[src/ex_pkg.sv]
package ex_pkg;

    // pair width of every bundle; the top uses the first NUM_LANES slots
    localparam int MAX_LANES = 2;

    // codes 11 to 15 are undefined and raise INE
    typedef enum logic [3:0] {
        UOP_ADD   = 4'd0,
        UOP_SUB   = 4'd1,
        UOP_AND   = 4'd2,
        UOP_OR    = 4'd3,
        UOP_XOR   = 4'd4,
        UOP_SLT   = 4'd5,
        UOP_SLTU  = 4'd6,
        UOP_MUL   = 4'd7,
        UOP_MULH  = 4'd8,
        UOP_MULHU = 4'd9,
        UOP_PRIV  = 4'd10
    } uop_e;

    typedef enum logic [5:0] {
        ECODE_NONE = 6'h00,
        ECODE_ADEF = 6'h08,
        ECODE_INE  = 6'h0d,
        ECODE_IPE  = 6'h0e
    } ecode_e;

    typedef struct packed {
        logic [31:0] pc;
        uop_e        uop;
        logic [31:0] src_a;
        logic [31:0] src_b;
        logic [4:0]  rd;
    } inst_t;

    // slot 0 holds the older instruction
    typedef struct packed {
        logic                  valid;
        inst_t [MAX_LANES-1:0] slot;
    } issue_bundle_t;

    typedef struct packed {
        logic [31:0] pc;
        uop_e        uop;
        logic [4:0]  rd;
        logic [31:0] alu_res;
        logic [31:0] mul_hh;
        logic [31:0] mul_hl;
        logic [31:0] mul_lh;
        logic [31:0] mul_ll;
        logic [31:0] mul_comp;
        ecode_e      ecode;
        logic [31:0] badv;
    } ex1_lane_t;

    typedef struct packed {
        logic                      valid;
        ex1_lane_t [MAX_LANES-1:0] lane;
    } ex1_bundle_t;

    typedef struct packed {
        logic        we;
        logic [4:0]  rd;
        logic [31:0] data;
        logic [31:0] pc;
    } wb_t;

    typedef struct packed {
        logic        valid;
        ecode_e      ecode;
        logic [31:0] pc;
        logic [31:0] badv;
    } excp_t;

endpackage

[src/ex_lane.sv]
`timescale 1ns/1ps

module ex_lane (
    input  ex_pkg::inst_t     inst,
    input  logic              user_mode,
    output ex_pkg::ex1_lane_t res
);

    logic [31:0] a;
    logic [31:0] b;
    logic [31:0] alu_res;
    logic        undef_uop;
    logic        priv_trap;
    logic        known_uop;

    assign a = inst.src_a;
    assign b = inst.src_b;

    // everything past PRIV is unassigned
    assign undef_uop = inst.uop > ex_pkg::UOP_PRIV;
    assign priv_trap = (inst.uop == ex_pkg::UOP_PRIV) && user_mode;

    // every defined micro-op code
    assign known_uop = inst.uop inside {
        ex_pkg::UOP_ADD, ex_pkg::UOP_SUB, ex_pkg::UOP_AND, ex_pkg::UOP_OR,
        ex_pkg::UOP_XOR, ex_pkg::UOP_SLT, ex_pkg::UOP_SLTU, ex_pkg::UOP_MUL,
        ex_pkg::UOP_MULH, ex_pkg::UOP_MULHU, ex_pkg::UOP_PRIV
    };

    always_comb begin
        case (inst.uop)
            ex_pkg::UOP_ADD:  alu_res = a + b;
            ex_pkg::UOP_SUB:  alu_res = a - b;
            ex_pkg::UOP_AND:  alu_res = a & b;
            ex_pkg::UOP_OR:   alu_res = a | b;
            ex_pkg::UOP_XOR:  alu_res = a ^ b;
            ex_pkg::UOP_SLT:  alu_res = {31'b0, $signed(a) < $signed(b)};
            ex_pkg::UOP_SLTU: alu_res = {31'b0, a < b};
            default:          alu_res = 32'b0;
        endcase
    end

    always_comb begin
        res.pc      = inst.pc;
        res.uop     = inst.uop;
        res.rd      = inst.rd;
        res.alu_res = alu_res;

        // four unsigned 16x16 partials of the first multiplier stage
        res.mul_hh = a[31:16] * b[31:16];
        res.mul_hl = a[31:16] * b[15:0];
        res.mul_lh = a[15:0] * b[31:16];
        res.mul_ll = a[15:0] * b[15:0];

        // signed high = unsigned high minus this term
        res.mul_comp = (a[31] ? b : 32'b0) + (b[31] ? a : 32'b0);

        // ADEF beats IPE beats INE
        res.badv = 32'b0;
        if (inst.pc[1:0] != 2'b00) begin
            res.ecode = ex_pkg::ECODE_ADEF;
            res.badv  = inst.pc;
        end else if (priv_trap) begin
            res.ecode = ex_pkg::ECODE_IPE;
        end else if (undef_uop) begin
            res.ecode = ex_pkg::ECODE_INE;
        end else begin
            res.ecode = ex_pkg::ECODE_NONE;
        end
    end

    undef_raises_excp: assert final (
        !(known_uop === 1'b0 && res.ecode === ex_pkg::ECODE_NONE))
        else $error("undefined uop %0h at pc %08h left without exception", inst.uop, inst.pc);

endmodule

[config.mk]
export PLATFORM = sky130hd
export DESIGN_NAME = ex_lane
export DESIGN_NICKNAME = d
export VERILOG_FILES = /design/src/ex_pkg.sv /design/src/ex_lane.sv
export SDC_FILE = /design/constraint.sdc
export NUM_CORES = 2
export LEC_CHECK = 0
export ABC_AREA = 1
export BUFFER_PORTS_ARGS = -buffer_cell sky130_fd_sc_hd__clkbuf_2
export CAP_MARGIN = 20
export CORE_UTILIZATION = 45
export DETAILED_ROUTE_END_ITERATION = 6
export PLACE_DENSITY = 0.74
export RECOVER_POWER = 100
export SKIP_LAST_GASP = 1
export SLEW_MARGIN = 20
export SYNTH_ARGS = -nofsm -noshare
export SYNTH_HDL_FRONTEND = slang
export SYNTH_SLANG_ARGS = --single-unit
export TNS_END_PERCENT = 1
[constraint.sdc]
create_clock -name vclk -period 12.3
set_input_delay 2.46 -clock vclk [all_inputs]
set_output_delay 2.46 -clock vclk [all_outputs]
set_load 0.005 [all_outputs]
* Word-level counts from Yosys, hierarchy flattened *
Index checks and enable logic that the tools add are counted.

storage, ports and cells
  flip-flop bits (word level) = 0
  input bits = 106
  output and inout port bits = 271
  logic and storage cells = 30

operators by class
  add/sub/neg operators = 3
  multiply operators = 4
  order comparisons = 3
  eq/ne operators = 7
  multiplexer cells = 7
  bitwise operators = 3
  reductions and logical operators = 3

operator list
  cell                                                              number
  32-bit one-hot mux with 7 select lines                            1
  16-bit by 16-bit multiplier with 32-bit output                    4
  32-bit two-way mux                                                3
  32-bit adder                                                      2
  32-bit < comparator                                               2
  32-bit bitwise AND                                                1
  32-bit bitwise OR                                                 1
  32-bit subtractor                                                 1
  32-bit bitwise XOR                                                1
  4-bit by 3-bit == test with 1-bit output (second input constant)  3
  4-bit two-way mux                                                 3
  4-bit by 2-bit == test with 1-bit output (second input constant)  2
  4-bit by 1-bit == test with 1-bit output (second input constant)  1
  4-bit == test (second input constant)                             1
  4-bit greater-than comparator (second input constant)             1
  4-bit zero test                                                   1
  2-bit nonzero test                                                1
  1-bit logical AND                                                 1

* Logic depth before layout (Yosys ltp) *
  depth in word-level cells = 4
  mapped depth = 26
  depth with buffers taken out = 25

* Worst setup path before layout *
OpenSTA, ideal clock, no wires.

  kind = input to output
  start point = in inst[60] (netlist bit)
  end point = out res[159] (netlist bit)
  arrival = 7.136 ns
  required time = 9.840 ns
  setup slack = 2.704 ns
  stages on the path = 21
  buffers on the path = 1
  path through = clkbuf_1 -> nand2_1 -> fa_1 -> inv_1 -> fa_1 -> inv_1 -> fa_1 -> inv_1 -> fa_1 -> fa_1 -> inv_1 -> fa_1 -> inv_1 -> ha_1 -> nand2_1 -> nor2_1 -> inv_1 -> o21ai_0 -> nand3_1 -> nand3_1 -> xor2_1

RTL lines
  what                line          source
  start: declaration  ex_lane.sv:4  input ex_pkg::inst_t inst,
  end: declaration    ex_lane.sv:6  output ex_pkg::ex1_lane_t res

==> impl_metrics.py <==
metrics = {
    "setup_path": {
        "critPathArrivalTime_ns": 8.92,
        "path_class": "in -> out",
        "cpMaxStageDelayCell": "clkbuf_1",
        "max_stage_delay_ns": 1.11,
        "cp.required_ns": 9.84,
        "path_common_cell": "nand2_1",
        "end_kind": "output port",
        "cp-start-kind": "input port",
        "cp_max_fo": 20,
        "path_cells": "clkbuf_1 -> buf_4 -> nand2_1 -> inv_1 -> fa_1 -> ha_1 -> inv_1 -> fa_1 -> fa_1 -> inv_1 -> fa_1 -> inv_1 -> fa_1 -> inv_1 -> ha_1 -> nand2_1 -> nor2_1 -> nand2_1 -> o21ai_0 -> nand3_1 -> nand2_1 -> nand2_1 -> nand2_1 -> clkbuf_1",
    },
    "timing": {
        "drv_slew": 124,
        "worstMarginPinSlew_ns": 2.959,
        "setup_viol": 0,
        "setup_tns_ns": 0,
        "max_slew_margin": -0.9728,
        "fin_crit_sh": 0.9255,
        "fmax_mhz": 87.84,
        "rsz0062_at_grt": "no",
        "fin_crit_ns": 11.38,
        "finalHoldViolCount": 0,
    },
    "worst_hold_path": {
        "hold_path_depth": 0,
        "hold_path_class": "in -> out",
    },
    "finish": {
        "clkbuf_count": 0,
        "nets": 8133,
        "syn_to_final_growth_pct": 4.888,
        "seq_area_um2": 0,
        "layout-drive-gt1-share": 0.04221,
        "fill_cells": 10070,
        "seq_cell_count": 0,
    },
    "yosys": {
        "synth_commonest_cells": "inv_1, nand2_1, fa_1",
        "synthAdderAreaFrac": 0.5032,
        "yosysMostFrequentCell": "inv_1",
        "avgSynthCellArea_um2": 6.770,
        "yosys_warnings": 0,
        "synthTopCellsByArea": "fa_1, inv_1, nand2_1, ha_1, a21oi_1",
        "yosys.area.top_type": "fa_1",
        "synth_cell_type_count": 43,
        "synth_top_area_frac": 0.3507,
        "synthSimpleGateAreaFrac": 0.2230,
        "synth_mux_area_frac": 0,
        "seq_area_frac_synth": 0,
        "syn_inst": 6568,
        "synth-xor-area-share": 0.02423,
        "synth_compound_area_frac": 0.06019,
        "synth_top_family_by_area": "adder cells",
        "syn-cell-area_um2": 44470,
    },
    "drt": {
        "first_pass_iters": 6,
        "drc": 0,
        "ant_nets": 0,
        "wirelength_um": 143400,
        "vias": 41170,
        "drtIter0Drc": 3269,
        "wl_per_cell_um": 17.96,
        "drt-vias-per-instance": 5.158,
    },
    "floorplanning": {
        "ios": 377,
        "dieWidth_um": 316.3,
        "start_util": 0.4571,
        "rows": 114,
        "core_area_um2": 97280,
        "die-area_um2": 100100,
        "fp.dieH_um": 316.3,
    },
    "clock_network": {
        "post_cts_buffers": 0,
        "cts-hold-fix-buffers": 0,
        "postCtsResizedCells": 0,
    },
    "placed_design": {
        "gp_congestion": 1.028,
        "port-buffer-count": 365,
        "hpwl_um": 119000,
    },
    "flow_run": {
        "drv_cap": 4,
    },
    "run_status": {
        "status": "finished, violations left",
        "violations": "capacitance limit, slew limit",
    },
    "global_routing": {
        "track_usage": 0.2926,
        "grt.overflow.total": 0,
        "grt_max_degree": 36,
        "first_global_vias": 42620,
        "grt_pass1_wl_um": 230700,
        "antenna_found_initial": 6,
    },
}
==> path summary, 6_finish.rpt <==
check | startpoint | to
worst max-delay path | inst[54] | res[196]
worst min-delay path | inst[2] | res[232]
==> metal layers <==
layer | track usage | vias to the layer above | routed length, µm
met1 | 0.3948 | 19800 | 59620
met4 | 0.08687 | 4 | 4934
met5 | 0 | - | 31
met2 | 0.4836 | 1807 | 65900
li1 | - | 19300 | -
met3 | 0.04506 | 262 | 12870
==> metrics by stage <==
| step | hold slack [ns] | setup slack (ns) | cell area [µm²] | instances | util |
|---|---|---|---|---|---|
| 6_report | 4.920 | 0.9158 | 46640 | 7982 | 0.4794 |
| 5_1_grt | 4.920 | 0.6007 | 46640 | 7981 | 0.4794 |
| 4_1_cts | 4.920 | 1.379 | 46930 | 7980 | 0.4824 |
| 3_5_place_dp | 4.920 | 1.389 | 46930 | 7980 | 0.4824 |
| 3_3_place_gp | 4.920 | 1.409 | 46930 | 7980 | 0.4824 |
| 2_1_floorplan | 4.991 | 2.704 | 44470 | 6569 | - |
==> critical path, delay by kind of cell <==
family                     cells  cell delay [ns]
adders and majority gates      7             2.96
buffers and inverters          8             2.02
and+or+nand+nor                8             0.95
AOI/OAI and AO/OA              1             0.52
==> layout by cell type (no fill, tap or decap), drive strengths merged, types with 43 or more instances in the layout <==
| cell | instances |
|---|---|
| nand2 | 1819 |
| nor3 | 43 |
| ha | 542 |
| clkbuf | 364 |
| fa | 779 |
| inv | 1893 |
| buf | 47 |
| a21oi | 242 |
| xor2 | 98 |
| nor2 | 327 |
| nand3 | 234 |
| o21ai | 140 |
==> area by class of cell <==
| class | count | area (µm²) | area share |
|---|---|---|---|
| Multi-Input combinational cell | 4400 | 35970 | 0.7713 |
| Inverter | 1893 | 7106 | 0.1524 |
| Timing Repair Buffer | 411 | 1961 | 0.04204 |
| Tap cell | 1276 | 1597 | 0.03423 |
| Antenna cell | 2 | 5.005 | 0.0001073 |
==> logic make-up (layout without fill, tap and decap cells) <==
kind of cell / after synthesis / after routing
other: 1 / 4
buffers and inverters: 2169 / 2304
adder cells (fa/ha/maj): 1321 / 1321
AND/OR/NAND/NOR: 2473 / 2473
XOR/XNOR: 123 / 123
AO/OA/AOI/OAI: 481 / 481
