<file path="config.mk">
export PLATFORM = sky130hd
export DESIGN_NAME = ex2_commit
export DESIGN_NICKNAME = d
export VERILOG_FILES = /design/src/ex_pkg.sv /design/src/ex2_commit.sv
export SDC_FILE = /design/constraint.sdc
export NUM_CORES = 1
export LEC_CHECK = 0
export ABC_AREA = 1
export BUFFER_PORTS_ARGS = -buffer_cell sky130_fd_sc_hd__buf_2
export CORE_AREA = 2 2 296 298
export DETAILED_ROUTE_END_ITERATION = 10
export DIE_AREA = 0 0 298 300
export SYNTH_ARGS = -nofsm -noshare
export SYNTH_HDL_FRONTEND = slang
export SYNTH_SLANG_ARGS = --single-unit
</file>
<file path="constraint.sdc">
create_clock -name vclk -period 5.8
set_input_delay 0.58 -clock vclk [all_inputs]
set_output_delay 0.58 -clock vclk [all_outputs]
set_load 0.02 [all_outputs]
</file>
<file path="src/ex_pkg.sv">
package ex_pkg;

    // pair width of every bundle; the top uses the first NUM_LANES slots
    localparam int MAX_LANES = 2;

    // codes 11 to 15 are undefined and raise INE
    typedef enum logic [3:0] {
        UOP_ADD   = 4'd0,
        UOP_SUB   = 4'd1,
        UOP_AND   = 4'd2,
        UOP_OR    = 4'd3,
        UOP_XOR   = 4'd4,
        UOP_SLT   = 4'd5,
        UOP_SLTU  = 4'd6,
        UOP_MUL   = 4'd7,
        UOP_MULH  = 4'd8,
        UOP_MULHU = 4'd9,
        UOP_PRIV  = 4'd10
    } uop_e;

    typedef enum logic [5:0] {
        ECODE_NONE = 6'h00,
        ECODE_ADEF = 6'h08,
        ECODE_INE  = 6'h0d,
        ECODE_IPE  = 6'h0e
    } ecode_e;

    typedef struct packed {
        logic [31:0] pc;
        uop_e        uop;
        logic [31:0] src_a;
        logic [31:0] src_b;
        logic [4:0]  rd;
    } inst_t;

    // slot 0 holds the older instruction
    typedef struct packed {
        logic                  valid;
        inst_t [MAX_LANES-1:0] slot;
    } issue_bundle_t;

    typedef struct packed {
        logic [31:0] pc;
        uop_e        uop;
        logic [4:0]  rd;
        logic [31:0] alu_res;
        logic [31:0] mul_hh;
        logic [31:0] mul_hl;
        logic [31:0] mul_lh;
        logic [31:0] mul_ll;
        logic [31:0] mul_comp;
        ecode_e      ecode;
        logic [31:0] badv;
    } ex1_lane_t;

    typedef struct packed {
        logic                      valid;
        ex1_lane_t [MAX_LANES-1:0] lane;
    } ex1_bundle_t;

    typedef struct packed {
        logic        we;
        logic [4:0]  rd;
        logic [31:0] data;
        logic [31:0] pc;
    } wb_t;

    typedef struct packed {
        logic        valid;
        ecode_e      ecode;
        logic [31:0] pc;
        logic [31:0] badv;
    } excp_t;

endpackage

</file>
<file path="src/ex2_commit.sv">
`timescale 1ns/1ps

module ex2_commit #(
    parameter int NUM_LANES = 2
) (
    input  ex_pkg::ex1_bundle_t            bundle,
    input  logic                           valid,
    input  logic                           wb_allowin,
    output ex_pkg::wb_t [NUM_LANES-1:0]    wb,
    output ex_pkg::excp_t                  excp,
    output logic                           flush
);

    logic        pair_valid;
    logic        hit;

    // register valid and the pair's own valid bit
    assign pair_valid = valid && bundle.valid;

    // second multiplier stage plus result select
    function automatic logic [31:0] lane_data(ex_pkg::ex1_lane_t l);
        logic [63:0] prod;
        prod = {l.mul_hh, 32'b0}
             + {16'b0, l.mul_hl, 16'b0}
             + {16'b0, l.mul_lh, 16'b0}
             + {32'b0, l.mul_ll};
        case (l.uop)
            ex_pkg::UOP_MUL:   lane_data = prod[31:0];
            ex_pkg::UOP_MULHU: lane_data = prod[63:32];
            ex_pkg::UOP_MULH:  lane_data = prod[63:32] - l.mul_comp;
            default:           lane_data = l.alu_res;
        endcase
    endfunction

    always_comb begin
        hit       = 1'b0;
        excp      = '0;
        for (int i = 0; i < NUM_LANES; i++) begin
            // lowest excepting lane is the oldest one
            if (!hit && bundle.lane[i].ecode != ex_pkg::ECODE_NONE) begin
                hit        = 1'b1;
                excp.ecode = bundle.lane[i].ecode;
                excp.pc    = bundle.lane[i].pc;
                excp.badv  = bundle.lane[i].badv;
            end
            // hit already covers this lane and all younger ones
            wb[i].we   = pair_valid && !hit && bundle.lane[i].uop != ex_pkg::UOP_PRIV;
            wb[i].rd   = bundle.lane[i].rd;
            wb[i].data = lane_data(bundle.lane[i]);
            wb[i].pc   = bundle.lane[i].pc;
        end
        // report only when writeback takes the pair
        excp.valid = pair_valid && hit && wb_allowin;
    end

    // exception drains everything younger
    assign flush = excp.valid;

    for (genvar i = 0; i < NUM_LANES; i++) begin : g_chk
        logic excp_at_or_before;

        // any exception in this lane or an older one
        always_comb begin
            excp_at_or_before = 1'b0;
            for (int j = 0; j <= i; j++) begin
                if (bundle.lane[j].ecode != ex_pkg::ECODE_NONE) begin
                    excp_at_or_before = 1'b1;
                end
            end
        end

        no_wb_after_excp: assert final (
            !(wb[i].we === 1'b1 && excp_at_or_before === 1'b1))
            else $error("lane %0d writes at or after an excepting lane", i);
    end

endmodule

</file>
Word-level counts from Yosys, hierarchy flattened
Cells that the tools add are included.
{ "word_totals": {"input_bits": 545, "wordCells": 34, "reg_bits": 0, "output_inout_bits": 212} }
{ "classes": {"n_reduce_logical": 12, "n_addsub": 8, "n_eq_ne": 8, "n_mux": 6} }
{ "ops": {"columns": ["operator", "count"], "rows": [
  ["64-bit by 48-bit adder with 64-bit output", 4],
  ["32-bit case mux with 3 select lines", 2],
  ["70-bit two-way mux", 2],
  ["64-bit by 32-bit adder with 64-bit output", 2],
  ["32-bit subtractor", 2],
  ["4-bit equality test, second input constant", 4],
  ["6-bit nonzero test", 2],
  ["4-bit by 3-bit equality test with 1-bit output, second input constant", 2],
  ["1-bit logical AND", 8],
  ["4-bit inequality test, second input constant", 2],
  ["1-bit logical NOT", 2],
  ["1-bit two-way mux", 2]
]} }

Logic depth before layout (Yosys ltp)
{ "logic_depth": {"ltp_word": 8, "mapped_depth": 28, "depth_no_buf": 28} }

Worst setup path after synthesis
OpenSTA, ideal clock, no wires.
{ "synth_timing": {"path_kind": "in2out", "start": "input bundle[87] (netlist name)", "end": "output wb[58] (netlist name)", "t_required_ns": 5.220, "path_buffers": 0, "arrival_ns": 4.148, "cell_stages": 24, "setup_slack_ns": 1.072, "path_cell_list": "fa_1 > ha_1 > fa_1 > nand2_1 > nand2_1 > nand3_1 > nand2_2 > a21oi_2 > o21ai_2 > nand2_1 > nand2_1 > nand2_1 > nand3_1 > and2_1 > ha_1 > a21o_1 > a21oi_1 > a21boi_0 > nand3_1 > nand2_1 > nand2_1 > a21boi_0 > o21ai_0 > nand3b_1"} }
{ "synth_rtl": {"columns": ["item", "line", "source"], "rows": [
  ["start: declaration", "ex2_commit.sv:6", "input ex_pkg::ex1_bundle_t bundle,"],
  ["end: declaration", "ex2_commit.sv:9", "output ex_pkg::wb_t [NUM_LANES-1:0] wb,"]
]} }

==> impl_results.html <==
<table>
<tr><th>Metric</th><th>Value</th></tr>
<tr><th colspan="2">Run status</th></tr>
<tr><td>Result of the run</td><td>finished, final reports clean</td></tr>
<tr><th colspan="2">Min path</th></tr>
<tr><td>Hold Path End</td><td>wb[134]</td></tr>
<tr><td>Path category of the worst min-delay check</td><td>in2out</td></tr>
<tr><td>Startpoint of the most critical hold path</td><td>bundle[501]</td></tr>
<tr><td>Hold path depth</td><td>0</td></tr>
<tr><th colspan="2">Cells and area</th></tr>
<tr><td>Final sequential cell count</td><td>0</td></tr>
<tr><td>Sequential cell area</td><td>0 sq um</td></tr>
<tr><td>Commonest cells after routing, fill and taps aside</td><td>sky130_fd_sc_hd__nand2_1 (747), sky130_fd_sc_hd__buf_2 (735), sky130_fd_sc_hd__inv_1 (357)</td></tr>
<tr><td>Ratio of cells with drive above 1 in the final layout</td><td>0.3056</td></tr>
<tr><td>Leading cell type in the layout, fill and taps excluded</td><td>sky130_fd_sc_hd__nand2_1</td></tr>
<tr><td>Layout Area Growth over Synthesis</td><td>38.92%</td></tr>
<tr><td>Count of clock buffers in the final design</td><td>0</td></tr>
<tr><td>Net count, final</td><td>4020</td></tr>
<tr><th colspan="2">Power</th></tr>
<tr><td>Maximum vdd drop</td><td>0.08160 mV</td></tr>
<tr><td>Post-layout power</td><td>0.003996 W</td></tr>
<tr><td>Leakage power</td><td>10.29 nW</td></tr>
<tr><td>Power per Cell Area</td><td>203.2 nW/um^2</td></tr>
<tr><th colspan="2">GRT</th></tr>
<tr><td>Initial antenna violation count</td><td>16</td></tr>
<tr><td>Most heavily used metal layer in global routing</td><td>met2</td></tr>
<tr><td>Wire length of the first global-routing pass</td><td>133700 microns</td></tr>
<tr><td>Largest net degree at the start of global routing</td><td>68</td></tr>
<tr><td>Total gr overflow</td><td>0</td></tr>
<tr><td>Number of global-route vias before repair</td><td>19770</td></tr>
<tr><td>Met3 Usage GRT</td><td>0.03642</td></tr>
<tr><td>Routing usage on met2</td><td>0.3462</td></tr>
<tr><td>Total global-route track usage</td><td>0.2014</td></tr>
<tr><td>GR Layer Usage met1</td><td>0.2457</td></tr>
<tr><th colspan="2">Route</th></tr>
<tr><td>Post-route DRC</td><td>0</td></tr>
<tr><td>Antenna-violating nets left</td><td>0</td></tr>
<tr><td>Number of design-rule violations left by the first detailed-router iteration</td><td>1759</td></tr>
<tr><td>Avg WL per Cell</td><td>21.73 microns</td></tr>
<tr><td>Post-Route WL</td><td>96470 microns</td></tr>
<tr><td>Vias</td><td>20520</td></tr>
<tr><td>Via density per instance</td><td>4.622</td></tr>
<tr><td>Number of iterations in the first detailed-routing pass</td><td>6</td></tr>
<tr><th colspan="2">Synthesis</th></tr>
<tr><td>Synth top area share</td><td>0.1991</td></tr>
<tr><td>Number of nets produced by synthesis</td><td>3310</td></tr>
<tr><td>Cell count after synthesis</td><td>2571</td></tr>
<tr><td>Cell type with the highest aggregate area in the netlist</td><td>sky130_fd_sc_hd__nand2_1</td></tr>
<tr><td>Sequential share of the synthesized area</td><td>0</td></tr>
<tr><td>Unique masters post-synth</td><td>53</td></tr>
<tr><td>Mean instance size in the synthesized netlist</td><td>5.507 sq um</td></tr>
<tr><td>Dominant cells by area after synthesis</td><td>sky130_fd_sc_hd__nand2_1 (20%), sky130_fd_sc_hd__ha_1 (11%), sky130_fd_sc_hd__fa_1 (9.6%), sky130_fd_sc_hd__inv_1 (9.5%), sky130_fd_sc_hd__nand3_1 (7.3%)</td></tr>
<tr><td>Cell area after synthesis</td><td>14160 sq um</td></tr>
<tr><td>Number of warning messages in the yosys log</td><td>0</td></tr>
<tr><th colspan="2">Floorplanning</th></tr>
<tr><td>Vert. Die Dim</td><td>300 microns</td></tr>
<tr><td>Initial Utilization</td><td>0.1642</td></tr>
<tr><td>Ports placed on the boundary</td><td>757</td></tr>
<tr><td>Site row count</td><td>108</td></tr>
<tr><td>Core region area</td><td>86210 sq um</td></tr>
<tr><td>Floorplan die area</td><td>89400 sq um</td></tr>
<tr><td>Die Width</td><td>298 microns</td></tr>
<tr><th colspan="2">Critical path</th></tr>
<tr><td>Crit path max-delay cell type</td><td>sky130_fd_sc_hd__fa_1</td></tr>
<tr><td>Kind of start point of the critical path</td><td>input pin</td></tr>
<tr><td>Highest cell delay on the worst timing path</td><td>0.47 ns</td></tr>
<tr><td>Critical-path cell list</td><td>buf_2, fa_1, ha_1, a21oi_1, a21boi_4, o21ai_4, a21o_1, buf_4, nand3_1, nand3_1, and2_1, ha_2, nand2_1, nor2_1, inv_1, nor2_2, nand3_1, nand3_1, a21oi_1, or2_2, nand3_1, nand4_1, buf_4</td></tr>
<tr><td>Critical path start-end classification</td><td>in2out</td></tr>
<tr><td>Most common cell type on the critical path</td><td>sky130_fd_sc_hd__nand3_1</td></tr>
<tr><td>Signal arrival time at the worst endpoint</td><td>5.02 ns</td></tr>
<tr><td>Critical path fanouts, max</td><td>6</td></tr>
<tr><td>CP Data Required Time</td><td>5.22 ns</td></tr>
<tr><td>Kind of end point of the critical path</td><td>primary output</td></tr>
<tr><td>Crit path buf inv count</td><td>4</td></tr>
<tr><td>Critical path's top delay family</td><td>simple AND/OR/NAND/NOR gates</td></tr>
<tr><th colspan="2">Clock network</th></tr>
<tr><td>Number of hold buffers added after CTS</td><td>0</td></tr>
<tr><th colspan="2">Timing</th></tr>
<tr><td>Setup slack of the critical path after layout</td><td>0.1952 ns</td></tr>
<tr><td>Highest Clock Rate</td><td>178.4 MHz</td></tr>
<tr><td>Setup TNS</td><td>0 ns</td></tr>
<tr><td>Final Hold Viols</td><td>0</td></tr>
<tr><td>Worst relative slew slack</td><td>0.3114</td></tr>
<tr><td>Worst-margin pin slew</td><td>1.022 ns</td></tr>
<tr><td>Final Setup Violations</td><td>0</td></tr>
<tr><td>Minimum clock period</td><td>5.605 ns</td></tr>
<tr><td>Period Utilization, post-route</td><td>0.9663</td></tr>
<tr><td>Number of pins exceeding their max-slew limit in the final report</td><td>0</td></tr>
<tr><th colspan="2">Placed design</th></tr>
<tr><td>Number of buffers added on ports</td><td>737</td></tr>
<tr><td>Final weighted congestion of routability-driven global placement</td><td>1.049</td></tr>
<tr><td>Detailed placement HPWL</td><td>87220 microns</td></tr>
<tr><td>Placement Setup Slack</td><td>-0.2909 ns</td></tr>
<tr><th colspan="2">Flow run</th></tr>
<tr><td>Number of maximum-capacitance violations</td><td>0</td></tr>
</table>
## stage by stage
stage	util	hold WS (ns)	std cells	area, sq um
CTS	0.2230	1.160	4425	19220
finish	0.2281	1.160	4439	19670
global route	0.2281	1.160	4437	19660
global placement	0.2227	1.160	4425	19200
detailed placement	0.2227	1.160	4425	19200
floorplan	-	1.273	2571	14160
## worst max-delay path by stage
| stage | startpoint | endpoint | depth (start not counted) |
|---|---|---|---|
| 3_3_place_gp | bundle[97] | wb[63] | 23 |
| 3_5_place_dp | bundle[97] | wb[63] | 23 |
| 4_1_cts | bundle[97] | wb[63] | 23 |
| 5_1_grt | bundle[87] | wb[48] | 27 |
| 6_report | bundle[91] | wb[55] | 23 |
| 2_1_floorplan | bundle[87] | wb[58] | 24 |
## cells by family (layout without fill, tap and decap cells)
family | Yosys count | after routing | synth area share
adders and majority gates | 194 | 194 | 0.2075
and+or+nand+nor | 1428 | 1428 | 0.4421
other | 0 | 5 | 0
AOI/OAI and AO/OA | 435 | 435 | 0.1809
xor gates and xnor gates | 35 | 35 | 0.02218
buffers and inverters | 479 | 1187 | 0.1473
## routing by layer
layer	routed length (microns)	vias to the layer above	share of wire
li1	-	9764	-
met1	38510	9508	0.40
met2	45260	1062	0.47
met3	7581	170	0.079
met4	4900	14	0.051
met5	208	-	0.0022
## layout make-up
type	instances	area (sq um)
Antenna cell	5	12.51
Fill cell	10160	66550
Inverter	359	1348
Multi-Input combinational cell	2092	12480
Tap cell	1155	1445
Timing Repair Buffer	828	4380
## synth_stat cells, types with 2 or more instances
library cell / count
sky130_fd_sc_hd__a21boi_0: 26
sky130_fd_sc_hd__a21o_1: 27
sky130_fd_sc_hd__a21oi_1: 183
sky130_fd_sc_hd__a21oi_2: 6
sky130_fd_sc_hd__a31oi_1: 5
sky130_fd_sc_hd__and2_1: 25
sky130_fd_sc_hd__buf_2: 5
sky130_fd_sc_hd__buf_4: 75
sky130_fd_sc_hd__clkbuf_1: 39
sky130_fd_sc_hd__fa_1: 68
sky130_fd_sc_hd__ha_1: 126
sky130_fd_sc_hd__inv_1: 357
sky130_fd_sc_hd__nand2_1: 751
sky130_fd_sc_hd__nand2_2: 18
sky130_fd_sc_hd__nand3_1: 207
sky130_fd_sc_hd__nand3_2: 9
sky130_fd_sc_hd__nand3b_1: 10
sky130_fd_sc_hd__nand4_1: 91
sky130_fd_sc_hd__nor2_1: 231
sky130_fd_sc_hd__nor2_2: 11
sky130_fd_sc_hd__nor3_1: 32
sky130_fd_sc_hd__nor3_2: 3
sky130_fd_sc_hd__nor4_1: 5
sky130_fd_sc_hd__o2111ai_1: 3
sky130_fd_sc_hd__o211ai_1: 3
sky130_fd_sc_hd__o21a_1: 11
sky130_fd_sc_hd__o21ai_0: 117
sky130_fd_sc_hd__o21ai_1: 6
sky130_fd_sc_hd__o21ai_2: 10
sky130_fd_sc_hd__o21bai_1: 22
sky130_fd_sc_hd__o21bai_2: 4
sky130_fd_sc_hd__o221ai_1: 2
sky130_fd_sc_hd__o22ai_1: 3
sky130_fd_sc_hd__o31a_1: 2
sky130_fd_sc_hd__or2_0: 2
sky130_fd_sc_hd__or2_1: 4
sky130_fd_sc_hd__or2_2: 24
sky130_fd_sc_hd__xnor2_1: 8
sky130_fd_sc_hd__xor2_1: 26
## where the power goes
group | internal (W) | switching [W]
registers | 0 | 0
logic | 0.00141 | 0.00259
clock network | 0.0000000000961 | 0
## repair_timing
action / CTS / global route
buffers inserted: 0 / 9
pin swaps: 1 / 8
endpoints found under the setup margin: 5 / 38
gates resized for setup: 5 / 89
Power figures use the tool's default switching activity.
